## config.mk

```make
export PLATFORM = sky130hd
export DESIGN_NAME = stack_alu
export DESIGN_NICKNAME = d
export VERILOG_FILES = /design/src/logic/stack_cpu_pkg.sv /design/src/logic/stack_alu.sv
export SDC_FILE = /design/constraint.sdc
export NUM_CORES = 1
export LEC_CHECK = 0
export BUFFER_PORTS_ARGS = -buffer_cell sky130_fd_sc_hd__buf_2
export CORE_MARGIN = 5
export CORE_UTILIZATION = 40
export DETAILED_ROUTE_END_ITERATION = 16
export PLACE_DENSITY = 0.71
export SETUP_SLACK_MARGIN = 0.05
export SLEW_MARGIN = 5
export SYNTH_ARGS = -nofsm -noshare
export SYNTH_HDL_FRONTEND = slang
export SYNTH_SLANG_ARGS = --single-unit
```

## constraint.sdc

```tcl
create_clock -name vclk -period 2.6
set_input_delay 0.26 -clock vclk [all_inputs]
set_output_delay 0.26 -clock vclk [all_outputs]
set_load 0.05 [all_outputs]
```

## src/logic/stack_cpu_pkg.sv

```systemverilog
`default_nettype none

package stack_cpu_pkg;

  typedef logic [15:0] word_t;

  typedef enum logic [1:0] {
    S_FETCH,
    S_DECODE,
    S_EXEC,
    S_MEM
  } cpu_state_e;

  // bit 3 stays clear in every op since the alu class uses it for wr_stk1
  typedef enum logic [5:0] {
    ALU_A     = 6'h00,
    ALU_B     = 6'h01,
    ALU_ADD   = 6'h02,
    ALU_SUB   = 6'h03,
    ALU_AND   = 6'h04,
    ALU_OR    = 6'h05,
    ALU_XOR   = 6'h06,
    ALU_SHL   = 6'h07,
    ALU_SHR   = 6'h10,
    ALU_EQ    = 6'h11,
    ALU_LTU   = 6'h12,
    ALU_ADDZ  = 6'h13,   // a + b if stk0 is zero, else b
    ALU_ADDNZ = 6'h14
  } alu_op_e;

  typedef enum logic [1:0] {
    SRC_STK0,
    SRC_FP,
    SRC_IP,
    SRC_CSTK
  } src_a_e;

endpackage

`default_nettype wire

```

## src/logic/stack_alu.sv

```systemverilog
`timescale 1ns/1ps
`default_nettype none

module stack_alu import stack_cpu_pkg::*;
(
  input  alu_op_e op,
  input  word_t   a,
  input  word_t   b,
  input  word_t   stk0,
  output word_t   result
);

  logic zero;

  assign zero = stk0 == '0;

  always_comb
  begin
    case (op)
      ALU_A:     result = a;
      ALU_B:     result = b;
      ALU_ADD:   result = a + b;
      ALU_SUB:   result = a - b;
      ALU_AND:   result = a & b;
      ALU_OR:    result = a | b;
      ALU_XOR:   result = a ^ b;
      ALU_SHL:   result = a << b[3:0];
      ALU_SHR:   result = a >> b[3:0];
      ALU_EQ:    result = {15'd0, a == b};
      ALU_LTU:   result = {15'd0, a < b};
      ALU_ADDZ:  result = zero ? a + b : b;
      ALU_ADDNZ: result = zero ? b : a + b;
      default:   result = a;
    endcase
  end

endmodule

`default_nettype wire

```

# Word level (Yosys, flattened, before mapping)
# Cells that the tools add are included.
[word_totals] register_bits=0 inputBits=54 output_inout_bits=16 elab_cells=25
[classes] n_addsub=2 order_cmp=1 eq_ne=13 n_shift=2 n_mux=3 n_bitwise=3 n_reduce_logical=1
[ops] operator="16-bit one-hot mux with 12 select lines" count=1
[ops] operator="16-bit 2-to-1 mux" count=2
[ops] operator="6-bit by 5-bit equality test with 1-bit output (second input constant)" count=5
[ops] operator="6-bit by 3-bit equality test with 1-bit output (second input constant)" count=4
[ops] operator="16-bit adder" count=1
[ops] operator="16-bit bitwise AND" count=1
[ops] operator="16-bit equality test" count=1
[ops] operator="16-bit zero test" count=1
[ops] operator="16-bit less-than comparator" count=1
[ops] operator="16-bit OR" count=1
[ops] operator="16-bit by 4-bit << shifter with 16-bit output" count=1
[ops] operator="16-bit by 4-bit >> shifter with 16-bit output" count=1
[ops] operator="16-bit subtractor" count=1
[ops] operator="16-bit XOR" count=1
[ops] operator="6-bit by 2-bit equality test with 1-bit output (second input constant)" count=2
[ops] operator="6-bit by 1-bit equality test with 1-bit output (second input constant)" count=1

# Longest topological paths before layout
[depth] ltp_word=3 mapped_depth=11 ltp_nobuf=10

# Least setup slack after synthesis
# Ideal clock, no wire load.
[synth_path] path_kind="input port to output port" start="input port b[1]" end="output port result[13]" arrival_time_ps=3254 required_time_ps=2340 setup_slack_ps=-914 cell_stages=11 n_path_buf=2 cell_sequence="buf_2 -> buf_2 -> inv_1 -> ha_1 -> o21bai_1 -> o211ai_1 -> a211oi_1 -> o211ai_1 -> a211oi_1 -> or4b_1 -> a32oi_1"
[synth_via] elab_chain_len=3 word_cells_on_any_way=7 cone_classes="2 x add/sub; 2 x shift; 3 x mux"
[synth_lines] element="from (decl)" line_no="stack_alu.sv:8" rtl="input word_t b,"
[synth_lines] element="16-bit adder" line_no="stack_alu.sv:22, stack_alu.sv:31, stack_alu.sv:32"
[synth_lines] element="16-bit 2-to-1 mux, on equally long branches" line_no="stack_alu.sv:32, stack_alu.sv:31"
[synth_lines] element="16-bit one-hot mux with 12 select lines *" line_no="stack_alu.sv:19" rtl="case (op)"
[synth_lines] element="to (decl)" line_no="stack_alu.sv:10" rtl="output word_t result"
# Mark *: on every way between the ends. The rest lies on a longest branch, timed or not.

# Final worst setup path
# Same ends and word-level chain as after synthesis.

==> summary.txt <==
Outcome
  – Status: finished with violations
  – Failing checks: setup timing

Power and ir drop
  – Lkg Pwr: roughly 3.3 nW
  – Sequential group share of total power: 0%
  – Tot Pwr: between 1.5 and 2 mW
  – Comb pwr share: 100.0%
  – Clock group share of total power: 0%
  – Pwr/cell area: 211 nW/µm²
  – Switching power total: around 0.86 mW
  – Pint: approximately 0.76 mW
  – Max IR drop VDD: approximately 150 µV
  – Sw frac: a little over half

Critical path
  – CP max stage cell: or4b_4
  – Critical Path RT: around 2300 ps
  – Worst Setup End Kind: primary output
  – Setup CP Type: input pin to primary output
  – CP arrival: around 2800 ps
  – Worst path cell trace: buf_8 -> clkinvlp_4 -> ha_4 -> o21bai_4 -> o211ai_1 -> buf_4 -> a211oi_1 -> buf_4 -> o211ai_1 -> a211oi_2 -> or4b_4 -> a32oi_4 -> buf_6
  – Critical path fanouts, max: 3
  – Largest stage delay on the critical path: around 540 ps
  – CP Launch Type: input pin
  – Crit path max-delay family: compound AO/OA/AOI/OAI gates
  – CP Buf/Inv Count: 5

Die
  – Core area: roughly 10000 µm²
  – Die Span Y: roughly 110 µm
  – Placement Rows: 37
  – DIE WIDTH: between 100 and 150 µm
  – Initial Util: 40.4%
  – Die area: between 10000 and 15000 µm²
  – Io pins: 70

Timing
  – Min Hold Slack: approximately 950 ps
  – Max_slew headroom: 65.9%
  – Unrepaired setup endpoints after global routing: true
  – Final worst slack: -417 ps
  – Final Hold Viols: 0
  – Final Max Tran Viols: 0
  – Tightest Pin Transition: 499 ps
  – Fin crit period: 3020 ps
  – Final Setup Violations: 15
  – Final worst-path cycle share: 116%
  – F_max: around 330 MHz
  – Setup_tns: -2900 ps

Global routing
  – First-pass GRT wire length: 34.3 mm
  – Largest net degree at the start of global routing: between 40 and 50
  – Initial antenna violation count: 0
  – Total global routing overflow: 0
  – GRT Total Usage: 34.0%
  – Busiest layer in global routing: met2
  – Met3 Use GR: 5.60%
  – Vias in the first global route: between 6000 and 7000
  – M1 GR Usage: roughly 44%
  – Met2 usage: roughly 56%

Detailed routing
  – WL per Instance: ~23 µm
  – Final ANT Viol Nets: 0
  – Drt pass-1 iters: 6
  – Routed wire length: approximately 23 mm
  – Vias/cell: between 6 and 7
  – DR DRC count: 0
  – 1st-iter DRT viols: roughly 790
  – Vias: about 6400

Finish
  – Clock buf count: 0
  – Reg area: 0 µm²
  – Final core utilization: between 70% and 80%
  – Design area: around 7700 µm²
  – Diodes inserted: 0
  – Layout area overhead: 87.0%
  – Seq cells: 0
  – Most frequent cells in the layout: buf_4, nand2_1, nor2_1
  – Most common cell after layout, fill and taps aside: buf_4
  – Final net count: approximately 970
  – Layout cell share with drive strength beyond 1: a little under three fifths

Synth
  – Yosys top cell by area: ha_1
  – Mux contribution to synthesized area: between 10 and 15%
  – Mean Syn Cell Area: just under 7 µm²
  – Mapped cell area: 4110 µm²
  – XOR/XNOR Fraction of Synth Area: 1.49%
  – Share of the synthesized area in the top cell type: 14.9%
  – YS warnings: 0
  – Synth Area in Compound Gates: 34.2%
  – Post-Synth Adder-Cell Area: 15.9%
  – Top cells by area, synth: ha_1, mux4_2, nand2_1, nor2_1, mux2i_1
  – Main combinational cell family by area after synthesis: compound AO/OA/AOI/OAI gates
  – Register area share after synthesis: 0%
  – Synth Area in Simple Gates: approximately 24%
  – Cells after synthesis: 593
  – Synth unique cells: 65
  – Mapped Nets: roughly 700

Worst hold path
  – Tightest Hold Check Type: input pin to primary output

Flow run
  – Max-Cap Viols: 0

Placement
  – DP Area: between 6000 and 7000 µm²
  – Post-detail-place hpwl: about 17 mm
  – RD Place Congestion: about 1.1
  – # port buffers: 70
==> routing by layer <==
metal | up-vias | share of wire (%) | wire length [µm]
met5 | - | 0 | 0
met4 | 0 | 4.7 | 1090
met3 | 99 | 10 | 2380
met2 | 473 | 47 | 10900
met1 | 3066 | 38 | 8920
li1 | 2789 | - | -
==> final timing paths <==
path / start / slack [ps] / cells after the start / to
hold / removal: a[15] / 950 / 4 / result[15]
setup / recovery: b[1] / -420 / 13 / result[13]
==> cell type report <==
| class | instances | area [µm²] |
|---|---|---|
| fillers | 731 | 2490 |
| inverters | 47 | 196 |
| multi-input cells | 501 | 4730 |
| well taps | 136 | 170 |
| repair buffers | 317 | 2600 |
==> Yosys cell counts, types with 14 or more instances <==
cell and n:
buf_2 18, o21ai_0 27, a211oi_1 14, nand2_1 60, ha_1 49, mux4_2 14
a21oi_1 34, clkbuf_1 23, a221oi_1 15, inv_1 47, mux2i_1 21, nor2_1 60
nor3_1 17
==> cell families (layout without fill, tap and decap cells) <==
family          after synthesis  in the layout
xor+xnor                      7              7
simple gates                206            206
buf+inv                      92            364
compound gates              194            194
fa+ha+maj                    51             51
mux                          43             43
==> power groups by stage <==
| stage | Sequential (mW) | Combinational (mW) | Clock (mW) |
|---|---|---|---|
| final | 0 | 1.62 | 0 |
| after global routing | 0 | 1.69 | 0 |
| after CTS | 0 | 1.45 | 0 |
| after detailed placement | 0 | 1.27 | 0 |
| after global placement | 0 | 1.24 | 0 |
| after floorplan | 0 | 0.699 | 0 |
==> per-stage QoR <==
stage,worst slack (ps),instances
3_5_place_dp,-660,975
6_report,-417,1001
3_3_place_gp,-680,975
4_1_cts,-368,985
2_1_floorplan,-366,593
5_1_grt,-468,1001
==> tightest hold or removal path: stages <==
cell and delay, ps:
buf_2 110, inv_1 110, a32oi_4 60, buf_6 150
==> repair_timing <==
action,CTS,global route
gates resized for setup,161,81
pin swaps,38,58
hold buffers,0,0
cloned,2,0
buffers inserted,8,19
endpoints found under the setup margin,16,16
Note: power is estimated with default switching activity, not from simulation.
