`src/logic/stack_cpu_pkg.sv`:
```
`default_nettype none

package stack_cpu_pkg;

  typedef logic [15:0] word_t;

  typedef enum logic [1:0] {
    S_FETCH,
    S_DECODE,
    S_EXEC,
    S_MEM
  } cpu_state_e;

  // bit 3 stays clear in every op since the alu class uses it for wr_stk1
  typedef enum logic [5:0] {
    ALU_A     = 6'h00,
    ALU_B     = 6'h01,
    ALU_ADD   = 6'h02,
    ALU_SUB   = 6'h03,
    ALU_AND   = 6'h04,
    ALU_OR    = 6'h05,
    ALU_XOR   = 6'h06,
    ALU_SHL   = 6'h07,
    ALU_SHR   = 6'h10,
    ALU_EQ    = 6'h11,
    ALU_LTU   = 6'h12,
    ALU_ADDZ  = 6'h13,   // a + b if stk0 is zero, else b
    ALU_ADDNZ = 6'h14
  } alu_op_e;

  typedef enum logic [1:0] {
    SRC_STK0,
    SRC_FP,
    SRC_IP,
    SRC_CSTK
  } src_a_e;

endpackage

`default_nettype wire

```
`src/logic/lifo_stack.sv`:
```
`timescale 1ns/1ps
`default_nettype none

module lifo_stack import stack_cpu_pkg::*; #(
  parameter int DEPTH = 16
)
(
  input  logic  clk,
  input  logic  reset,
  input  logic  push,
  input  logic  pop,
  input  word_t din,
  output word_t top,
  output logic  empty,
  output logic  full
);

  localparam int AW = $clog2(DEPTH);

  word_t         mem [DEPTH];
  logic [AW:0]   count;   // entries held
  logic [AW-1:0] top_idx;

  assign top_idx = count[AW-1:0] - 1'b1;
  assign top     = mem[top_idx];
  assign empty   = count == '0;
  assign full    = count == (AW+1)'(DEPTH);

  always_ff @(posedge clk)
  begin
    if (reset)
      count <= '0;
    else if (push && !pop)
      count <= count + 1'b1;
    else if (pop && !push)
      count <= count - 1'b1;
  end

  always_ff @(posedge clk)
  begin
    if (push && pop)
      mem[top_idx] <= din;   // replace top
    else if (push)
      mem[count[AW-1:0]] <= din;
  end

  a_no_overflow: assert property (@(posedge clk) disable iff (reset)
    full |-> !(push && !pop));
  a_no_underflow: assert property (@(posedge clk) disable iff (reset)
    empty |-> !pop);

endmodule

`default_nettype wire

```
`config.mk`:
```
export PLATFORM = sky130hd
export DESIGN_NAME = lifo_stack
export DESIGN_NICKNAME = d
export VERILOG_FILES = /design/src/logic/stack_cpu_pkg.sv /design/src/logic/lifo_stack.sv
export SDC_FILE = /design/constraint.sdc
export NUM_CORES = 1
export LEC_CHECK = 0
export ABC_AREA = 1
export ABC_CLOCK_PERIOD_IN_PS = 7800
export CORE_ASPECT_RATIO = 1.25
export CORE_UTILIZATION = 25
export CTS_CLUSTER_SIZE = 28
export DETAILED_ROUTE_END_ITERATION = 10
export DONT_BUFFER_PORTS = 1
export PLACE_DENSITY = 0.44
export SYNTH_ARGS = -nofsm -noshare
export SYNTH_HDL_FRONTEND = slang
export SYNTH_SLANG_ARGS = --single-unit
```
`constraint.sdc`:
```
create_clock -name clk -period 7.8 [get_ports clk]
set_clock_uncertainty 0.05 [all_clocks]
set_input_delay 1.17 -clock clk [delete_from_list [all_inputs] [get_ports clk]]
set_output_delay 1.17 -clock clk [all_outputs]
set_load 0.005 [all_outputs]
```
* Yosys cells after proc, flatten, opt, wreduce, memory -nomap -nowiden
Memories as Yosys holds them, arrays and structs flattened. Index checks and enable logic that the tools add are counted.
Word-level totals: memories kept 1, bits of input ports 20, bits in registers 5, output and inout port bits 18, RAM bits 256, logic and storage cells 24
Cells by class: mux-type cells 10, equal/unequal tests 1, reductions and logical operators 8, add/subtract/negate cells 3
Memory list:
- mem | depth 16, bits a word 16, read ports 1, clocked after memory_dff 0, wr ports 1, RTL line lifo_stack.sv:20 | word_t mem [DEPTH];
Operator list (number):
- $mux 16 | 1
- $reduce_or 16->1 | 1
- $mux 5 | 2
- $mux 1 | 6
- $add 5x1->5 const B | 1
- $eq 5x5->1 const B | 1
- $logic_not 5->1 | 1
- $sub 5x1->5 const B | 1
- $mux 4 | 1
- $sub 4x1->4 const B | 1
- $logic_and 1x1->1 | 3
- $logic_not 1->1 | 2
- $reduce_bool 2->1 | 1

* Depth between registers and ports, before layout
depth in word-level cells 5, depth in mapped cells 14, depth with buffers taken out 11

* Least setup slack after synthesis
Ideal clock, no wire load.
kind register to output, from reg count[0], to out top[11], path slack 4610 ps, arrival time 1970 ps, cell stages (with the launch flop) 15, data required time 6580 ps, path buffers 6, cells stage by stage dfxtp_1 > buf_4 > inv_2 > buf_4 > buf_2 > ha_1 > buf_2 > inv_1 > buf_2 > buf_2 > nor2_1 > o21ai_0 > nand3_1 > nand3_1 > nand2_1
On the way: word-level cells in the longest chain between the ends 2
Ends and longest elaborated chain:
- from (decl) | RTL line lifo_stack.sv:21 | logic [AW:0] count;
- from (signal assigned) | RTL line lifo_stack.sv:34 | count <= count + 1'b1;
- from (signal assigned) | RTL line lifo_stack.sv:36 | count <= count - 1'b1;
- $sub 4x1->4 | RTL line lifo_stack.sv:24 | assign top_idx = count[AW-1:0] - 1'b1;
- via top_idx[0] | RTL line lifo_stack.sv:22 | logic [AW-1:0] top_idx;
- $mem_v2 16x16
- to (decl) | RTL line lifo_stack.sv:13 | output word_t top,
The timed path passes the listed nets, and every way through them passes these cells.

* Final worst setup path
from reg count[0], to out top[5]
On the way: word-level cells in the longest chain between the ends 2
Ends and longest elaborated chain (RTL line):
- $sub 4x1->4 | lifo_stack.sv:24
- $mem_v2 16x16
Every way passes these cells.

==> flow_metrics.tcl <==
set metrics [dict create \
    status "finished, final reports clean" \
    rsz0062_at_grt "false" \
    tns_ns 0 \
    seq_area_frac_synth_pct 71.82 \
    ys_warn_count 0 \
    seq_power_share_pct 45.4 \
    routed_via_density 4.490 \
    htree_num_levels 1 \
    max_cap_violations 0 \
    cts_hold_buf 0 \
    fin_util_pct 29.26 \
    final-hold-violation-count 0 \
    cts_root_buffer "clkbuf_16" \
    drive_gt1_share_pct 8.923 \
    min_period_ns 5.707 \
    p_int_w 0.002600 \
    power_density_mw_per_mm2 294.2 \
    clock.fmax_mhz 175.2 \
    die_width_microns 188.3 \
    row_count 84 \
    antenna_cells 0 \
    synthTopCellsByArea "edfxtp_1 71%, nand2_1 8.0%, nor2_1 6.3%, nand3_1 5.0%, o21ai_0 3.8%" \
    hold_class "reg -> reg" \
    clkLatencyLatePin_ns 0.55 \
    die-area_sq_mm 0.04421 \
    crit_path_end_kind "output pin" \
    holdWs_ns 0.4346 \
    grt_pass1_wl_microns 44720 \
    synth_seq_cells 261 \
    antenna_left 0 \
    slew_violations 0 \
    grt_max_degree 83 \
    p_leak_nw 4.376 \
    routabilityCongestion 0.7347 \
    slew-limit-headroom_pct 26.54 \
    cts_resized 0 \
    final_cell_area_sq_mm 0.01243 \
    die_h_microns 234.8 \
    clock_path_buffers 3 \
    p_comb_share_pct 18.2 \
    arrival_ns 4.49 \
    worstSetupPathType "reg -> out" \
    switching_share_pct 28.86 \
    port-buffer-count 0 \
    yosysUniqueCellTypes 28 \
    ff_latch_area_sq_mm 0.007791 \
    setup_violations 0 \
    worstPathRequired_ns 6.58 \
    dr_total_vias 6887 \
    timing.final.crit_share_pct 73.17 \
    most-common-layout-cells "256 x edfxtp_1, 230 x nand2_1, 165 x nor2_1" \
    routed_wl_microns 29750 \
    core-area_sq_mm 0.04246 \
    grt-ovfl-total 0 \
    wire_per_inst_microns 19.39 \
    area_growth_pct 14.60 \
    grt_usage_pct 13.53 \
    postCtsSetupBuffers 0 \
    ir_drop_uv 138.8 \
    yosysTopAreaCellShare_pct 70.90 \
    worst_setup_path_start_kind "flip-flop" \
    switchingPower_w 0.001055 \
    antenna_found_initial 0 \
    fill_cells 4359 \
    cts_tree "yes" \
    worstPathMaxFanout 82 \
    cts_sinks 261 \
    drtIter0Drc 415 \
    synthCells 959 \
    syn-cell-area_sq_mm 0.01084 \
    drt_first_pass_iters 5 \
    multi_input_area_sq_mm 0.002815 \
    tightest_slew_ns 1.100 \
    layout_commonest_cell "edfxtp_1" \
    io_pins 38 \
    cts_buffers 26 \
    p_clk_share_pct 36.4 \
    path_clk_slew_ns 0.06 \
    start_util_pct 25.54 \
    grt_pass1_vias 6815 \
    placed_cell_area_sq_mm 0.01152 \
    synth_fp_nets 987 \
    drcViolationCount 0 \
    synth_top_area_cell "edfxtp_1" \
    syn_avg_cell_area_sq_um 11.31 \
    nets 983 \
    hpwl_microns 16920 \
]
synth_stat cells:
cell      instances
dfxtp_1           5
nor3_1            1
ha_1              7
or2_2             2
buf_2            28
a21oi_1           5
buf_6             1
buf_4             2
inv_4             1
o21ai_0          83
edfxtp_1        256
nand2_4           1
a211oi_1          1
xor2_1            1
inv_1            15
buf_1             2
xnor2_1           2
xor2_2            1
a21boi_0          1
nand2_1         230
o21ai_1           1
nand3_2           1
nor2_1          181
nand2_2           1
inv_2             1
clkbuf_1         19
fa_1              1
nand3_1         109
through the flow:
stage               instances  power (W)  setup slack [ns]
global placement         1486   0.002374             2.468
CTS                      1534   0.003710             1.910
detailed placement       1486   0.002373             2.505
global route             1534   0.003819             1.697
finish                   1534   0.003655             2.093
floorplan                 959   0.002118             4.610
cell type report:
class                      count  share of cell area [%]
clock inverter                18                   1.722
tap                          559                   5.629
sequential                   261                   62.70
multi-input combinational    629                   22.66
clock buffer                  30                   5.528
timing repair buffer          20                   1.208
inverter                      17                  0.5538
registers in the layout (all words and copies together), names as in the netlist:
| signal | flops |
|---|---|
| count | 5 |
| mem | 256 |
power groups by stage:
stage          registers [W]  logic (W)  clock network, W
2_1_floorplan        0.00167   0.000446                 0
6_report             0.00166   0.000666           0.00133
4_1_cts              0.00166   0.000686           0.00136
5_1_grt              0.00167   0.000745           0.00141
3_5_place_dp         0.00169   0.000684                 0
3_3_place_gp         0.00169   0.000685                 0
routing by layer:
| layer | GRT usage (%) | share of wire (%) | wire length, microns |
|---|---|---|---|
| met5 | 0 | 0 | 0 |
| met4 | 3.769 | 1.8 | 548 |
| met3 | 1.927 | 4.4 | 1294 |
| met2 | 24.50 | 52 | 15490 |
| met1 | 16.55 | 42 | 12410 |
cells by family after synthesis:
| family | share of synthesized area, % |
|---|---|
| simple gates | 19.67 |
| flops | 71.82 |
| compound gates | 4.246 |
| buf+inv | 2.873 |
| fa+ha+maj | 0.9924 |
| xor+xnor | 0.3924 |
path summary, 6_finish.rpt:
path / slack [ns] / startpoint / cells past startpoint / end
worst min-delay path: 0.43 / count[4]$_SDFFE_PP0P_ / 2 / count[4]$_SDFFE_PP0P_
worst max register to register: 3.35 / count[0]$_SDFFE_PP0P_ / 7 / mem[8][14]$_DFFE_PP_
worst min register to register: 0.43 / count[4]$_SDFFE_PP0P_ / 2 / count[4]$_SDFFE_PP0P_
worst max-delay path: 2.09 / count[0]$_SDFFE_PP0P_ / 8 / top[5]
critical path, cell delays in order (launching register included):
cell     delay (ns)
dfxtp_4        0.84
inv_4          0.47
ha_4           1.10
inv_2          0.74
nor2_1         0.29
o21ai_0        0.12
nand3_1        0.12
nand3_1        0.08
nand2_1        0.13
Note: power is estimated with default switching activity, not from simulation.
