===== config.mk =====
export PLATFORM = sky130hd
export DESIGN_NAME = ip_counter
export DESIGN_NICKNAME = d
export VERILOG_FILES = /design/src/logic/stack_cpu_pkg.sv /design/src/logic/ip_counter.sv
export SDC_FILE = /design/constraint.sdc
export NUM_CORES = 1
export LEC_CHECK = 0
export BUFFER_PORTS_ARGS = -buffer_cell sky130_fd_sc_hd__buf_2
export CAP_MARGIN = 15
export CORE_MARGIN = 4
export CORE_UTILIZATION = 30
export CTS_CLUSTER_DIAMETER = 120
export DETAILED_ROUTE_END_ITERATION = 7
export PLACE_DENSITY = 0.59
export SYNTH_ARGS = -nofsm -noshare
export SYNTH_HDL_FRONTEND = slang
export SYNTH_SLANG_ARGS = --single-unit

===== constraint.sdc =====
create_clock -name clk -period 1.3 [get_ports clk]
set_input_delay 0.26 -clock clk [delete_from_list [all_inputs] [get_ports clk]]
set_output_delay 0.26 -clock clk [all_outputs]
set_load 0.05 [all_outputs]

===== src/logic/stack_cpu_pkg.sv =====
`default_nettype none

package stack_cpu_pkg;

  typedef logic [15:0] word_t;

  typedef enum logic [1:0] {
    S_FETCH,
    S_DECODE,
    S_EXEC,
    S_MEM
  } cpu_state_e;

  // bit 3 stays clear in every op since the alu class uses it for wr_stk1
  typedef enum logic [5:0] {
    ALU_A     = 6'h00,
    ALU_B     = 6'h01,
    ALU_ADD   = 6'h02,
    ALU_SUB   = 6'h03,
    ALU_AND   = 6'h04,
    ALU_OR    = 6'h05,
    ALU_XOR   = 6'h06,
    ALU_SHL   = 6'h07,
    ALU_SHR   = 6'h10,
    ALU_EQ    = 6'h11,
    ALU_LTU   = 6'h12,
    ALU_ADDZ  = 6'h13,   // a + b if stk0 is zero, else b
    ALU_ADDNZ = 6'h14
  } alu_op_e;

  typedef enum logic [1:0] {
    SRC_STK0,
    SRC_FP,
    SRC_IP,
    SRC_CSTK
  } src_a_e;

endpackage

`default_nettype wire


===== src/logic/ip_counter.sv =====
`timescale 1ns/1ps
`default_nettype none

module ip_counter import stack_cpu_pkg::*;
(
  input  logic  clk,
  input  logic  reset,
  input  logic  inc,
  input  logic  load,
  input  word_t target,
  output word_t ip
);

  always_ff @(posedge clk)
  begin
    if (reset)
      ip <= '0;
    else if (load)
      ip <= target;   // a jump replaces the increment
    else if (inc)
      ip <= ip + 16'd1;
  end

endmodule

`default_nettype wire


# Word-level counts from Yosys, hierarchy flattened
# Cells that the tools add are included.
word_totals:
  regBits: 16
  latch_bits: 0
  ram_bits: 0
  rom_bits: 0
  out_inout_bits: 16
  wordCells: 5
  n_memories: 0
op_classes:
  addsub: 1
  mul: 0
  div: 0
  magnitude_cmp: 0
  eq_ne: 0
  shifts: 0
  n_mux: 2
  bitwise: 0
  reduce_logical: 1
ops:
  columns: ["op", "n"]
  rows:
  - ["$mux 16", 2]
  - ["$add 16x1->16 const B", 1]
  - ["$reduce_bool 2->1", 1]

# Longest topological paths before layout
logic_depth:
  depth_word: 3
  depth_mapped: 6

# Least setup slack after synthesis
# Ideal clock, no wire load.
synth_path:
  kind: "reg2reg"
  start: "register ip[0]"
  end: "register ip[12]"
  arrival_ns: 1.631
  required_time_ns: 1.185
  slack_ns: -0.446
  path_stages_with_launch: 6
  cell_sequence: "dfxtp_1 ha_1 inv_1 nor4_2 xor2_1 o21a_1"
synth_between:
  elab_chain_cells: 3
synth_rtl:
  columns: ["element", "line_no", "source"]
  rows:
  - ["start, declared", "ip_counter.sv:11", "output word_t ip"]
  - ["start signal, assigned", "ip_counter.sv:19", "ip <= target;"]
  - ["start signal, assigned", "ip_counter.sv:21", "ip <= ip + 16'd1;"]
  - ["$add 16x1->16", "ip_counter.sv:21", null]
  - ["$mux 16", "ip_counter.sv:20", "else if (inc)"]
  - ["$mux 16", "ip_counter.sv:18", "else if (load)"]
# Every way passes these cells. The select of a mux whose other input is x is not followed.
# A chain may end at the register's enable or synchronous reset.

# Final worst setup path
layout_path:
  start: "register ip[3]"
  end: "register ip[9]"
# The elaborated chain is that of the path after synthesis.

==> impl_metrics.ini <==
[power]
power.share.switching_pct = 34.2
internal_power_uw = 814
powerDensity_mw_per_mm2 = 826
power.share.combinational_pct = 27.5
p_leak_uw = 0.000767
vdd_ir_drop_max_uv = 390
p_sw_uw = 423
power.clock.fraction_pct = 27.1
power.share.sequential_pct = 45.4

[worst_setup_path]
timing.critical_path.to_type = register
start_kind = register
critPathKind = register to register
critical_path.slowest_cell = sky130_fd_sc_hd__dfxtp_4
worst-endpoint-arrival_ns = 1.53
crit_path_max_fanout = 6
worst-path-buf-inv = 2
worstPathCellList = nand4_4 > buf_12 > buf_6 > nor3_2 > xnor2_1 > o21a_1
critical_path.top_delay_family = flip-flops
cp_slowest_stage_delay_ns = 0.37
critical_path_required_time_ns = 1.50

[sta]
timing.final.hold_violations = 0
setup_viol = 1
max_freq_mhz = 749
worstMarginPinSlew_ns = 0.348
fin_ws_ns = -0.0356
maxSlewViolCount = 0
final_min_period_over_clock_period_pct = 103
grt_setup_unrepaired = true
slew_headroom_pct = 76.8
finalClockSkew_ns = 0.00261
setup-tns-final_ns = -0.0356
timing.final.crit_period_ns = 1.34

[final_layout]
number_of_filler_cells_placed_in_the_layout = 316
regMostFlops = ip
biggestRegsByFlops = ip (16)
finish.instance_area_mm2 = 0.00150
drive_gt1_share_pct = 53.2
insertedDiodeCount = 0
areaGrowthSynthToFinish_pct = 52.1
finish.net_count = 180
largest_register_ffs = 16

[synthesis]
avgSynthCellArea_um2 = 8.79
synth_edf_count = 0
synth-main-ff-cell = sky130_fd_sc_hd__dfxtp_1
synth.distinct_cells = 21
synth.top_cells.by_area = sky130_fd_sc_hd__dfxtp_1 33%, sky130_fd_sc_hd__xor2_1 8.0%, sky130_fd_sc_hd__o21a_1 7.6%, sky130_fd_sc_hd__a21oi_1 6.6%, sky130_fd_sc_hd__nor4_2 5.1%
netlist.top_cell.by_area = sky130_fd_sc_hd__dfxtp_1
postSynthRegisterBits = 16
library_cell_with_the_highest_instance_count_after_synthesis = sky130_fd_sc_hd__dfxtp_1
yosys-top-cells-count = 16 x sky130_fd_sc_hd__dfxtp_1, 13 x sky130_fd_sc_hd__a21oi_1, 13 x sky130_fd_sc_hd__inv_1
syn-num-nets = 133
share_of_synthesized_flip_flops_with_an_asynchronous_set_or_reset_pct = 0
area_fraction_of_the_dominant_cell_type_after_synthesis_pct = 32.5
synth_area_um2 = 985
syn-instance-count = 112
ys.warnings.count = 0
ys_seq_area_share_pct = 32.5

[drt]
routed_via_density = 4.56
dr_total_vias = 922
firstDrtPassIters = 2
route.antenna.remaining_nets = 0
wl_per_cell_um = 11.3
routed_wl_mm = 2.28
drtIter0Drc = 12
remaining_drc_errors = 0

[die]
num_io_pins = 36
initial_core_util_pct = 31.7
fp-row-count = 20
die-height_um = 65.3
dieWidth_um = 65.3
floorplan.die_area_mm2 = 0.00426
core_mm2 = 0.00310

[clocking]
worst_skew_pair_later_pin_latency_ns = 0.29
tritoncts_num_sinks = 16
cts-root-buf = sky130_fd_sc_hd__clkbuf_4
postCtsHoldBufs = 0
cts_tree = done
cts.clk_slew.worst_paths_ns = 0.10
cts-root-to-sink-buffers = 2
h-tree-depth = 1
numCtsBuffers = 3

[place]
globalplace.congestion = 0.711
dpl.hpwl_mm = 1.72
io_buffer_count = 35
placed_area_mm2 = 0.00135

[global_route]
wire_length_of_the_first_global_routing_pass_mm = 3.74
grt_usage_pct = 11.0
maximum_number_of_pins_on_one_net_before_global_route_repair = 17
grt-ovfl-total = 0
vias_in_the_first_global_route = 874
grt_antenna_before_repair = 0

[outcome]
failing_checks = setup timing
status = finished, violations left

[job]
cap_violations = 0

[hold_path]
worst_hold_path_type = primary input to register
[metal layers]
metal  track usage [%]  part of all wire, %  wire length [um]  vias to the layer above
met4              1.55                 0.53                12                        0
met3              4.44                  7.9               181                        2
li1                  -                    -                 -                      476
met1              13.6                   45              1020                      416
met2              18.3                   47              1060                       28
met5                 0                    0                 0                        -
[power groups by stage]
stage | clock (uW) | sequential, uW | combinational (uW)
5_1_grt | 381 | 569 | 367
4_1_cts | 355 | 562 | 338
3_5_place_dp | 0 | 573 | 330
6_report | 336 | 561 | 340
2_1_floorplan | 0 | 691 | 109
3_3_place_gp | 0 | 573 | 328
[through the flow]
step,setup slack [ns],util (%),total power [uW],hold slack (ns),cells
floorplan,-0.0632,-,801,0.394,112
global placement,-0.0457,43.3,900,0.492,194
detailed placement,-0.0743,43.3,903,0.497,194
CTS,-0.00161,46.1,1250,0.178,200
global route,-0.120,48.3,1320,0.190,202
finish,-0.0356,48.3,1240,0.190,202
[tightest hold or removal path, cell delays in order]
cell and delay [ns]:
sky130_fd_sc_hd__buf_2 0.08, sky130_fd_sc_hd__a21oi_1 0.05, sky130_fd_sc_hd__nor2_1 0.07
[area by class of cell]
class / instances / area [um^2] / area share (%)
clock buffers: 4 / 36.3 / 2.42
inverters: 13 / 48.8 / 3.26
repair buffers: 49 / 333 / 22.2
well taps: 44 / 55.1 / 3.68
flip-flops and latches: 16 / 372 / 24.8
multi-input cells: 76 / 653 / 43.6
[cell families (layout without fill, tap and decap cells)]
kind of cell | after synthesis | in the layout | synth area share, %
AOI/OAI and AO/OA | 25 | 25 | 15.5
xor gates and xnor gates | 14 | 14 | 12.5
adders and majority gates | 1 | 1 | 1.27
buffers and inverters | 20 | 66 | 9.15
DFF | 16 | 16 | 32.5
muxes | 4 | 4 | 4.07
and+or+nand+nor | 32 | 32 | 25.0
[what timing repair did]
action | in CTS | in global routing
endpoints found under the setup margin | 11 | 12
pin swaps | 4 | 11
setup buffers | 2 | 2
resized for setup | 7 | 13
[placed cells by master (no fill, tap or decap)]
cell type,n
sky130_fd_sc_hd__nand3_2,1
sky130_fd_sc_hd__inv_2,1
sky130_fd_sc_hd__or3_1,1
sky130_fd_sc_hd__dfxtp_1,1
sky130_fd_sc_hd__nand4_4,2
sky130_fd_sc_hd__buf_4,12
sky130_fd_sc_hd__dfxtp_2,2
sky130_fd_sc_hd__buf_12,2
sky130_fd_sc_hd__a21oi_1,13
sky130_fd_sc_hd__o21a_1,10
sky130_fd_sc_hd__nand3_1,2
sky130_fd_sc_hd__dfxtp_4,13
sky130_fd_sc_hd__xor2_1,9
sky130_fd_sc_hd__ha_4,1
sky130_fd_sc_hd__mux2i_1,4
sky130_fd_sc_hd__buf_2,30
sky130_fd_sc_hd__buf_6,4
sky130_fd_sc_hd__xnor2_1,5
sky130_fd_sc_hd__nor4_4,5
sky130_fd_sc_hd__nor4_2,1
sky130_fd_sc_hd__nand4_1,4
sky130_fd_sc_hd__o21ai_0,1
sky130_fd_sc_hd__nor3_2,2
sky130_fd_sc_hd__clkbuf_8,1
sky130_fd_sc_hd__inv_1,12
sky130_fd_sc_hd__clkbuf_4,4
sky130_fd_sc_hd__nand2_2,1
sky130_fd_sc_hd__nor2_1,7
sky130_fd_sc_hd__nor3_4,2
sky130_fd_sc_hd__nand2_1,4
sky130_fd_sc_hd__a21o_1,1
[final timing paths]
kind	end	from	slack, ns	depth (start not counted)
worst max-delay path	ip[9]	ip[3]	-0.04	6
worst min-delay path	ip[0]	target[0]	0.19	3
worst max register to register	ip[9]	ip[3]	-0.04	6
worst min register to register	ip[15]	ip[15]	0.59	2
Power figures use the tool's default switching activity.
