[src/logic/stack_cpu_pkg.sv]
`default_nettype none

package stack_cpu_pkg;

  typedef logic [15:0] word_t;

  typedef enum logic [1:0] {
    S_FETCH,
    S_DECODE,
    S_EXEC,
    S_MEM
  } cpu_state_e;

  // bit 3 stays clear in every op since the alu class uses it for wr_stk1
  typedef enum logic [5:0] {
    ALU_A     = 6'h00,
    ALU_B     = 6'h01,
    ALU_ADD   = 6'h02,
    ALU_SUB   = 6'h03,
    ALU_AND   = 6'h04,
    ALU_OR    = 6'h05,
    ALU_XOR   = 6'h06,
    ALU_SHL   = 6'h07,
    ALU_SHR   = 6'h10,
    ALU_EQ    = 6'h11,
    ALU_LTU   = 6'h12,
    ALU_ADDZ  = 6'h13,   // a + b if stk0 is zero, else b
    ALU_ADDNZ = 6'h14
  } alu_op_e;

  typedef enum logic [1:0] {
    SRC_STK0,
    SRC_FP,
    SRC_IP,
    SRC_CSTK
  } src_a_e;

endpackage

`default_nettype wire

[src/logic/ctrl_if.sv]
`timescale 1ns/1ps
`default_nettype none

interface ctrl_if import stack_cpu_pkg::*; ();

  logic    imm;        // operand b comes from the instruction, not stk1
  logic    sign;
  word_t   imm_mask;
  src_a_e  src_a;
  alu_op_e alu_sel;
  logic    wr_stk1, pop, push, load_stk, load_fp, load_ip;
  logic    cpop, cpush, byt, rd_mem, wr_mem;

  modport dec (
    output imm, sign, imm_mask, src_a, alu_sel, wr_stk1, pop, push, load_stk,
           load_fp, load_ip, cpop, cpush, byt, rd_mem, wr_mem
  );

  modport seq (input rd_mem, wr_mem);

  modport dp (
    input imm, sign, imm_mask, src_a, alu_sel, wr_stk1, pop, push, load_stk,
          load_fp, load_ip, cpop, cpush, byt, rd_mem, wr_mem
  );

endinterface

`default_nettype wire

[src/logic/seq_fsm.sv]
`timescale 1ns/1ps
`default_nettype none

module seq_fsm import stack_cpu_pkg::*;
(
  input  logic       clk,
  input  logic       reset,
  ctrl_if.seq        ctl,
  output logic       fetch_en,
  output logic       latch_insn,
  output logic       exec_en,
  output logic       mem_en,
  output cpu_state_e state
);

  cpu_state_e next;
  logic       run;   // low until the first clock after reset

  always_comb
  begin
    case (state)
      S_FETCH:  next = S_DECODE;
      S_DECODE: next = S_EXEC;
      S_EXEC:   next = (ctl.rd_mem || ctl.wr_mem) ? S_MEM : S_FETCH;
      default:  next = S_FETCH;
    endcase
  end

  always_ff @(posedge clk)
  begin
    if (reset)
    begin
      state <= S_FETCH;
      run   <= 1'b0;
    end
    else
    begin
      run <= 1'b1;
      if (run)
        state <= next;
    end
  end

  assign fetch_en   = run && state == S_FETCH;
  assign latch_insn = state == S_DECODE;
  assign exec_en    = state == S_EXEC;
  assign mem_en     = state == S_MEM;

  a_mem_after_exec: assert property (@(posedge clk) disable iff (reset)
    state == S_MEM |-> $past(state) == S_EXEC);

endmodule

`default_nettype wire

[src/flat_wrapper.sv]
// flat-port wrapper written by rule: the top's interface ports become plain ports
module seq_fsm_flat import stack_cpu_pkg::*;
  (clk, reset, fetch_en, latch_insn, exec_en, mem_en, state, ctl_rd_mem, ctl_wr_mem);
  ctrl_if ctl_i ();
  input  logic clk;
  input  logic reset;
  output logic fetch_en;
  output logic latch_insn;
  output logic exec_en;
  output logic mem_en;
  output cpu_state_e state;
  input wire logic [$bits(ctl_i.rd_mem)-1:0] ctl_rd_mem;
  input wire logic [$bits(ctl_i.wr_mem)-1:0] ctl_wr_mem;
  assign ctl_i.rd_mem = ctl_rd_mem;
  assign ctl_i.wr_mem = ctl_wr_mem;
  seq_fsm u_core (.clk(clk), .reset(reset), .ctl(ctl_i), .fetch_en(fetch_en), .latch_insn(latch_insn), .exec_en(exec_en), .mem_en(mem_en), .state(state));
endmodule
[config.mk]
export PLATFORM = sky130hd
export DESIGN_NAME = seq_fsm_flat
export DESIGN_NICKNAME = d
export VERILOG_FILES = /design/src/logic/stack_cpu_pkg.sv /design/src/logic/ctrl_if.sv /design/src/logic/seq_fsm.sv /design/src/flat_wrapper.sv
export SDC_FILE = /design/constraint.sdc
export NUM_CORES = 1
export LEC_CHECK = 0
export ABC_AREA = 1
export BUFFER_PORTS_ARGS = -buffer_cell sky130_fd_sc_hd__buf_2
export CORE_AREA = 8 8 45 47
export CTS_CLUSTER_SIZE = 30
export DETAILED_ROUTE_END_ITERATION = 7
export DIE_AREA = 0 0 53 55
export SLEW_MARGIN = 40
export SYNTH_ARGS = -nofsm -noshare
export SYNTH_HDL_FRONTEND = slang
export SYNTH_SLANG_ARGS = --single-unit
[constraint.sdc]
create_clock -name clk -period 1.7 [get_ports clk]
set_input_delay 0.34 -clock clk [delete_from_list [all_inputs] [get_ports clk]]
set_output_delay 0.34 -clock clk [all_outputs]
set_load 0.005 [all_outputs]
# Word level (Yosys, flattened, before mapping)
# Cells that the tools add are included.
dict set report classes {
  n_mux 3
  n_reduce_logical 3
  n_eq_ne 3
}
# operator count
set ops {}
lappend ops {{$pmux W2 S3} 1}
lappend ops {{$eq A2 B2 Y1 const B} 2}
lappend ops {{$eq A2 B1 Y1 const B} 1}
lappend ops {{$logic_not A2 Y1} 1}
lappend ops {{$mux W2} 1}
lappend ops {{$logic_and A1 B1 Y1} 1}
lappend ops {{$logic_or A1 B1 Y1} 1}
lappend ops {{$mux W1} 1}
dict set report totals {
  in_bits 4
  wordCells 11
  ff_bits 3
  output_inout_bits 6
}

# Depth between registers and ports, before layout
# Gate-level depths: netlist of run 1.
dict set report logic_depth {
  word_depth 3
  ltp_mapped 5
  mapped_depth_nobuf 5
}

# Worst setup path after synthesis of run 1
# No wires, ideal clock.
dict set report synth_path {
  path_kind {register to output}
  start {reg u_core.state[0]}
  end {out fetch_en}
  path_stages_with_launch 4
  arrival_time_ns 0.572
  required_ns 1.360
  slack_ns 0.788
  n_path_buf 0
  path_cell_list {dfxtp_1 -> inv_1 -> nand2_1 -> nor2_1}
}
dict set report synth_via {
  elab_chain_len 2
}
# item line
set synth_rtl {}
lappend synth_rtl {{start, declared} seq_fsm.sv:13} ;# output cpu_state_e state
lappend synth_rtl {{start signal, assigned} seq_fsm.sv:40} ;# state <= next;
lappend synth_rtl {{$logic_not A2 Y1} seq_fsm.sv:44} ;# assign fetch_en = run && state == S_FETCH;
lappend synth_rtl {{$logic_and A1 B1 Y1} seq_fsm.sv:44}
lappend synth_rtl {{end, declared} flat_wrapper.sv:7} ;# output logic fetch_en;
# No other way between the ends.

# Final worst setup path of run 1
# Same ends and word-level chain as after synthesis.

==> qor.tcl, run 1 <==
set qor(worst_pin_slew_ps) 187
set qor(crit_path_dat_ps) 950
set qor(final_cells) 55
set qor(critical_path.top_delay_family) {flip-flops}
set qor(starting_utilization_of_the_core_area_pct) 10.9
set qor(global_routing_usage_on_met1_pct) 2.28
set qor(p_int_mw) 0.180
set qor(cts_tree) {yes}
set qor(post_cts_buffers) 0
set qor(groute.layer.met2.usage_pct) 4.49
set qor(die_w_microns) 53
set qor(cap_violations) 0
set qor(max_freq_mhz) 777
set qor(post_route_cells_drive_above_1_share_pct) 33.3
set qor(sort_of_element_at_the_start_of_the_critical_path) {flop}
set qor(sequentialPowerShare_pct) 33.9
set qor(power_frac_comb_pct) 14.0
set qor(cts_max_path_buffers) 2
set qor(synthesized_area_per_cell_sq_um) 5.82
set qor(clock_root_cell) {sky130_fd_sc_hd__clkbuf_4}
set qor(yosys_warnings) 0
set qor(number_of_antenna_violations_at_the_first_check_in_global_routing) 0
set qor(num_rows) 14
set qor(worst-path-buf-inv) 2
set qor(synth_top_area_share_pct) 39.7
set qor(critPathKind) {flop to output port}
set qor(postLayoutSetupSlackWorst_ps) 414
set qor(iteration_0_drc_count_of_the_detailed_router) 5
set qor(wl_per_cell_microns) 7.71
set qor(antenna_left) 0
set qor(clk_latency_ps) 230
set qor(crit_slowest_cell) {sky130_fd_sc_hd__dfxtp_1}
set qor(tns_ps) 0
set qor(fp.dieArea_sq_mm) 0.00292
set qor(final.min_clock_period_ps) 1290
set qor(synth-seq-area-share_pct) 39.7
set qor(coreArea_sq_mm) 0.00138
set qor(final_core_utilization_pct) 17.5
set qor(power.density_mw_per_mm2) 992
set qor(synth_seq_cells) 3
set qor(most-common-layout-cells) {sky130_fd_sc_hd__buf_2 (9), sky130_fd_sc_hd__nand2_1 (7), sky130_fd_sc_hd__inv_1 (7)}
set qor(via_count) 182
set qor(crit_path_max_incr_delay_ps) 380
set qor(pre_cts_ws_ps) 658
set qor(hpwl_microns) 325
set qor(numPortBuffers) 9
set qor(number_of_gates_resized_after_cts) 0
set qor(drc) 0
set qor(report.final.hold_viol_count) 0
set qor(p_leak_nw) 0.157
set qor(io_pins) 10
set qor(worstPathMaxFanout) 5
set qor(worstPathRequired_ps) 1360
set qor(post-place-cells) 51
set qor(overflow) 0
set qor(post_synth_instance_area_sq_um) 151
set qor(firstDrtPassIters) 2
set qor(globalRoute.busiestLayer) {met4}
set qor(grt_usage_pct) 3.44
set qor(holdBufCountCts) 0
set qor(first_global_vias) 168
set qor(synth.net_count) 30
set qor(most_common_cell_after_layout_fill_and_taps_aside) {sky130_fd_sc_hd__buf_2}
set qor(summed_area_of_non_filler_cells_in_the_final_layout_sq_um) 243
set qor(cts_made_buffers) 3
set qor(antenna_cells_inserted) 0
set qor(synth_top_cell_by_area) {sky130_fd_sc_hd__dfxtp_1}
set qor(final_max_slew_viol_count) 0
set qor(final.period_utilization_pct) 75.7
set qor(vdd_drop_max_v) 0.000183
set qor(globalRouteMet3Util_pct) 3.48
set qor(route.detailed.vias_per_inst) 3.31
set qor(ys_types) 7
set qor(grt_start_max_net_pins) 7
set qor(max-slew-margin-rel_pct) 87.5
set qor(clkTransAtPathRegs_ps) 40
set qor(holdCritPathClass) {input pin to flop}
set qor(nNetsFinal) 44
set qor(worstPathCellList) {inv_1, nand2_1, nor2_1, buf_2}
set qor(wire_length_of_the_first_global_routing_pass_microns) 607
set qor(clock_sink_count) 3
set qor(power_switching_share_pct) 25.3
set qor(syn2layout_area_growth_pct) 60.3
set qor(power.share.clock_pct) 52.1
set qor(synth_area_leaders) {sky130_fd_sc_hd__dfxtp_1 (40%), sky130_fd_sc_hd__inv_1 (17%), sky130_fd_sc_hd__nand2_1 (17%)}
set qor(finalWirelength_microns) 424
set qor(post_synth_inst_count) 26
set qor(net-switching-power_mw) 0.0610
set qor(outcome) {complete, no violations}
set qor(setup_viol_count_final) 0
set qor(finalClockSkew_ps) 1.14
set qor(postPlaceCellArea_sq_um) 216
set qor(htreeDepth) 1
set qor(worstSetupEndpointType) {output port}
set qor(floorplan.die.height_microns) 55
set qor(unrepaired_setup_endpoints_after_global_routing) {false}
set qor(place.gp.congestion) 0.652
==> final cells by class <==
type | instances | area [sq um]
flip-flops and latches | 3 | 60.1
multi-input cells | 16 | 65.1
clock buffers | 4 | 26.3
repair buffers | 9 | 45.0
inverters | 7 | 26.3
well taps | 16 | 20.0
fillers | 162 | 1140
==> power by group through the flow <==
stage          clock (mW)  combinational, mW  sequential [mW]
3_3_place_gp            0             0.0343           0.0824
6_report            0.125             0.0338           0.0817
4_1_cts             0.132             0.0346           0.0818
5_1_grt             0.139             0.0393           0.0828
2_1_floorplan           0             0.0176           0.0824
3_5_place_dp            0             0.0344           0.0829
==> flip-flops by register name, indices dropped and copies added (netlist names) <==
| signal | count |
|---|---|
| u_core.state | 2 |
| u_core.run | 1 |
==> final timing paths <==
path	from	endpoint	depth (start not counted)	slack, ps
hold / removal	reset	u_core.run	2	300
setup / recovery	u_core.state[0]	fetch_en	4	410
hold reg to reg	u_core.run	u_core.state[1]	3	530
setup reg to reg	u_core.state[1]	u_core.state[1]	5	860
==> logic make-up after synthesis <==
kind of cell | Yosys count | synth area share, %
simple gates | 15 | 39.7
buf+inv | 7 | 17.4
flops | 3 | 39.7
compound gates | 1 | 3.30
==> layer usage <==
metal  share of wire, %  vias to the layer above
met1                 35                       69
li1                   -                       99
met2                 41                       10
met4                5.9                        0
met5                  0                        -
met3                 17                        4
==> worst register-to-register path, cell delays in order, from the launching register on <==
cell and delay [ps]:
sky130_fd_sc_hd__dfxtp_1 400, sky130_fd_sc_hd__inv_1 60, sky130_fd_sc_hd__nand2_1 70, sky130_fd_sc_hd__nand2_1 50, sky130_fd_sc_hd__nor2_1 100, sky130_fd_sc_hd__nor2_1 40
==> cells in the mapped netlist <==
cell type / count
sky130_fd_sc_hd__inv_1: 7
sky130_fd_sc_hd__nand2_1: 7
sky130_fd_sc_hd__nor2_1: 6
sky130_fd_sc_hd__dfxtp_1: 3
sky130_fd_sc_hd__nand2_2: 1
sky130_fd_sc_hd__nor3_1: 1
sky130_fd_sc_hd__o21ai_0: 1
==> stage by stage <==
step,power [mW],hold slack (ps)
final,0.241,297
after global routing,0.261,296
after CTS,0.249,291
after detailed placement,0.117,525
after global placement,0.117,522
after floorplan,0.100,426
Power figures use the tool's default switching activity.
==> inputs of run 2 (changes only) <==
ABC_AREA = 0   (was 1)
clock period = 1.35 ns   (was 1.7 ns; I/O delays follow)
==> run 2 against run 1 <==
Register-to-register slack got worse by 390 ps; synthesized area decreased by 3.3%; combinational power increased by 44%; first-iteration DRC count decreased by 60%; wire length decreased by 0.71%; sequential share of layout area increased by 0.91 points; worst setup slack got worse by 290 ps; largest cell class unchanged; critical endpoint unchanged; total power increased by 31%.
==> qor.tcl, run 2 <==
set qor(power_frac_comb_pct) 15.4 ;# +1.4 points
set qor(post_synth_instance_area_sq_um) 146 ;# -3.3%
set qor(grt_usage_pct) 3.16 ;# -0.28 points
set qor(wl_per_cell_microns) 9.57 ;# +24%
set qor(post_synth_inst_count) 15 ;# -42%
set qor(cap_violations) 0 ;# unchanged
set qor(drc) 0 ;# unchanged
set qor(worst_pin_slew_ps) 243 ;# +56.1 ps
set qor(starting_utilization_of_the_core_area_pct) 10.6 ;# -0.36 points
set qor(final.period_utilization_pct) 90.8
set qor(post-layout-total-power_mw) 0.316 ;# +31%
set qor(max_flop_register) {u_core.state}
set qor(crit_slowest_cell) {sky130_fd_sc_hd__dfxtp_1}
set qor(wire_length_of_the_first_global_routing_pass_microns) 648 ;# +6.8%
set qor(io_pins) 10 ;# unchanged
set qor(number_of_antenna_violations_at_the_first_check_in_global_routing) 0 ;# unchanged
set qor(reg2reg_from) {u_core.state[0]}
set qor(power.share.clock_pct) 49.4 ;# -2.7 points
set qor(holdCritPathClass) {input pin to flop}
set qor(fp.dieArea_sq_mm) 0.00292 ;# unchanged
set qor(crit_path_dat_ps) 960 ;# about the same
set qor(synth-seq-area-share_pct) 41.0 ;# +1.4 points
set qor(final_max_slew_viol_count) 0 ;# unchanged
set qor(worstPathRequired_ps) 1080 ;# -280 ps
set qor(synthesized_area_per_cell_sq_um) 9.76 ;# +68%
set qor(ys_types) 13 ;# +6
set qor(cts_max_path_buffers) 2 ;# unchanged
set qor(worstReg2RegEnd) {u_core.state[1]}
set qor(most-common-layout-cells) {sky130_fd_sc_hd__buf_2 (9), sky130_fd_sc_hd__clkbuf_4 (3), sky130_fd_sc_hd__dfxtp_1 (2)}
set qor(report.final.hold_viol_count) 0 ;# unchanged
set qor(min_from) {reset}
set qor(synth-edff-count) 0 ;# unchanged
set qor(worstPathCellList) {nor3b_1, buf_2}
set qor(synthArstFlopShare_pct) 0 ;# unchanged
set qor(synth_seq_cells) 3 ;# unchanged
set qor(floorplan.die.height_microns) 55 ;# unchanged
set qor(firstDrtPassIters) 2 ;# unchanged
set qor(max_freq_mhz) 815
set qor(antenna_cells_inserted) 0 ;# unchanged
set qor(nNetsFinal) 33 ;# -25%
set qor(numPortBuffers) 9 ;# unchanged
set qor(critPathKind) {flop to output port}
set qor(synth.most_common_cell) {sky130_fd_sc_hd__dfxtp_1}
set qor(largest_register_ff_count) 2 ;# unchanged
set qor(cts_made_buffers) 3 ;# unchanged
set qor(sequentialPowerShare_pct) 35.2 ;# +1.3 points
set qor(clkTransAtPathRegs_ps) 40 ;# about the same
set qor(die_w_microns) 53 ;# unchanged
set qor(antenna_left) 0 ;# unchanged
set qor(unrepaired_setup_endpoints_after_global_routing) {false}
set qor(worstPathMaxFanout) 5 ;# unchanged
set qor(sort_of_element_at_the_start_of_the_critical_path) {flop}
set qor(yosys_warnings) 0 ;# unchanged
set qor(hpwl_microns) 343 ;# +5.5%
set qor(synth-main-ff-cell) {sky130_fd_sc_hd__dfxtp_1}
set qor(clock_sink_count) 3 ;# unchanged
set qor(finalWirelength_microns) 421 ;# -0.71%
set qor(route.detailed.vias_per_inst) 3.39 ;# +2.3%
set qor(synth_top_area_share_pct) 41.0 ;# +1.4 points
set qor(syn2layout_area_growth_pct) 63.2
set qor(clk_latency_ps) 230 ;# about the same
set qor(vdd_drop_max_v) 0.000200 ;# +9.6%
set qor(power.density_mw_per_mm2) 1320 ;# +33%
set qor(place.gp.congestion) 0.648 ;# -0.64%
set qor(setup.reg_to_reg.worst_slack_ps) 470 ;# -390 ps
set qor(finalClockSkew_ps) 3.98 ;# +2.84 ps
set qor(worst_r2r_path_depth) 2 ;# -3
set qor(coreArea_sq_mm) 0.00138 ;# unchanged
set qor(cts_tree) {yes}
set qor(min_delay_path_depth) 2 ;# unchanged
set qor(p_int_mw) 0.237 ;# +32%
set qor(postPlaceCellArea_sq_um) 211 ;# -2.3%
set qor(power_switching_share_pct) 25.0 ;# -0.35 points
set qor(p_leak_nw) 0.113 ;# -28%
set qor(synth_top_cell_by_area) {sky130_fd_sc_hd__dfxtp_1}
set qor(htreeDepth) 1 ;# unchanged
set qor(crit_path_max_incr_delay_ps) 390 ;# about the same
set qor(grt_start_max_net_pins) 10 ;# +3
set qor(clock_root_cell) {sky130_fd_sc_hd__clkbuf_4}
set qor(outcome) {complete, no violations}
set qor(via_count) 149 ;# -18%
set qor(num_rows) 14 ;# unchanged
set qor(synth.net_count) 19 ;# -37%
set qor(synth_area_leaders) {sky130_fd_sc_hd__dfxtp_1 (41%), sky130_fd_sc_hd__a311oi_2 (10%), sky130_fd_sc_hd__a311oi_1 (6.0%)}
set qor(summed_area_of_non_filler_cells_in_the_final_layout_sq_um) 239 ;# -1.5%
set qor(max-slew-margin-rel_pct) 83.8 ;# -3.7 points
set qor(tns_ps) 0 ;# unchanged
set qor(post_route_cells_drive_above_1_share_pct) 50.0 ;# +17 points
set qor(final.min_clock_period_ps) 1230
set qor(net-switching-power_mw) 0.0788 ;# +29%
set qor(reg.largest.list) {u_core.state (2), u_core.run (1)}
set qor(first_global_vias) 152 ;# -9.5%
set qor(overflow) 0 ;# unchanged
set qor(worstSetupEndpointType) {output port}
set qor(iteration_0_drc_count_of_the_detailed_router) 2 ;# -3
set qor(most_common_cell_after_layout_fill_and_taps_aside) {sky130_fd_sc_hd__buf_2}
set qor(setup_viol_count_final) 0 ;# unchanged
set qor(destination_of_the_worst_hold_path) {u_core.run}
run 2: worst max-delay path: cells and delay by family, from the launching register on:
family,cells,cell delay [ps]
buf+inv,1,140
flops,1,390
simple gates,1,190
run 2: worst max-delay path by stage:
stage	startpoint	endpoint	slack [ps]	cells after the start
after floorplan	u_core.state[0]	exec_en	440	1
after global routing	u_core.run	fetch_en	70	2
final	u_core.run	fetch_en	120	2
after global placement	u_core.state[0]	exec_en	340	2
after detailed placement	u_core.state[0]	exec_en	280	2
after CTS	u_core.state[0]	exec_en	30	2
run 2: cell type report:
type	count	area, sq um
Clock buffer	4	26.3
Fill cell	170	1140
Inverter	1	3.75
Multi-Input combinational cell	11	82.6
Sequential cell	3	61.3
Tap cell	16	20.0
Timing Repair Buffer	9	45.0
run 2: power groups by stage:
| stage | registers [mW] | logic (mW) | clock network [mW] |
|---|---|---|---|
| 2_1_floorplan | 0.109 | 0.0254 | 0 |
| 3_3_place_gp | 0.110 | 0.0502 | 0 |
| 3_5_place_dp | 0.112 | 0.0502 | 0 |
| 4_1_cts | 0.111 | 0.0504 | 0.164 |
| 5_1_grt | 0.113 | 0.0545 | 0.173 |
| 6_report | 0.111 | 0.0487 | 0.156 |
run 2: kinds of logic (layout without fill, tap and decap cells):
logic type | after synthesis | after routing | share of synthesized area (%)
buffers and inverters | 1 | 14 | 2.56
AOI/OAI and AO/OA | 4 | 4 | 24.8
DFF | 3 | 3 | 41.0
and+or+nand+nor | 6 | 6 | 25.7
xor gates and xnor gates | 1 | 1 | 5.98
run 2: metal layers:
layer  vias up  share of wire [%]  global-route usage (%)
met1        63                 36                    3.03
met3         0                 18                    2.14
met4         0                  0                    3.88
met2         7                 46                    4.10
met5         -                  0                       0
li1         79                  -                       -
run 2: through the flow:
| stage | hold WS [ps] | setup slack, ps | std cells | util [%] |
|---|---|---|---|---|
| 2_1_floorplan | 327 | 441 | 15 | - |
| 3_3_place_gp | 465 | 338 | 40 | 15.3 |
| 3_5_place_dp | 467 | 279 | 40 | 15.3 |
| 4_1_cts | 225 | 30.8 | 44 | 17.2 |
| 5_1_grt | 228 | 65.6 | 44 | 17.3 |
| 6_report | 231 | 124 | 44 | 17.3 |
run 2: what timing repair did:
action | CTS | global route
setup endpoints to repair | 0 | 2
gates resized for setup | 0 | 1
buffers inserted | 0 | 0
hold endpoints to repair | 0 | 0
hold buffers | 0 | 0
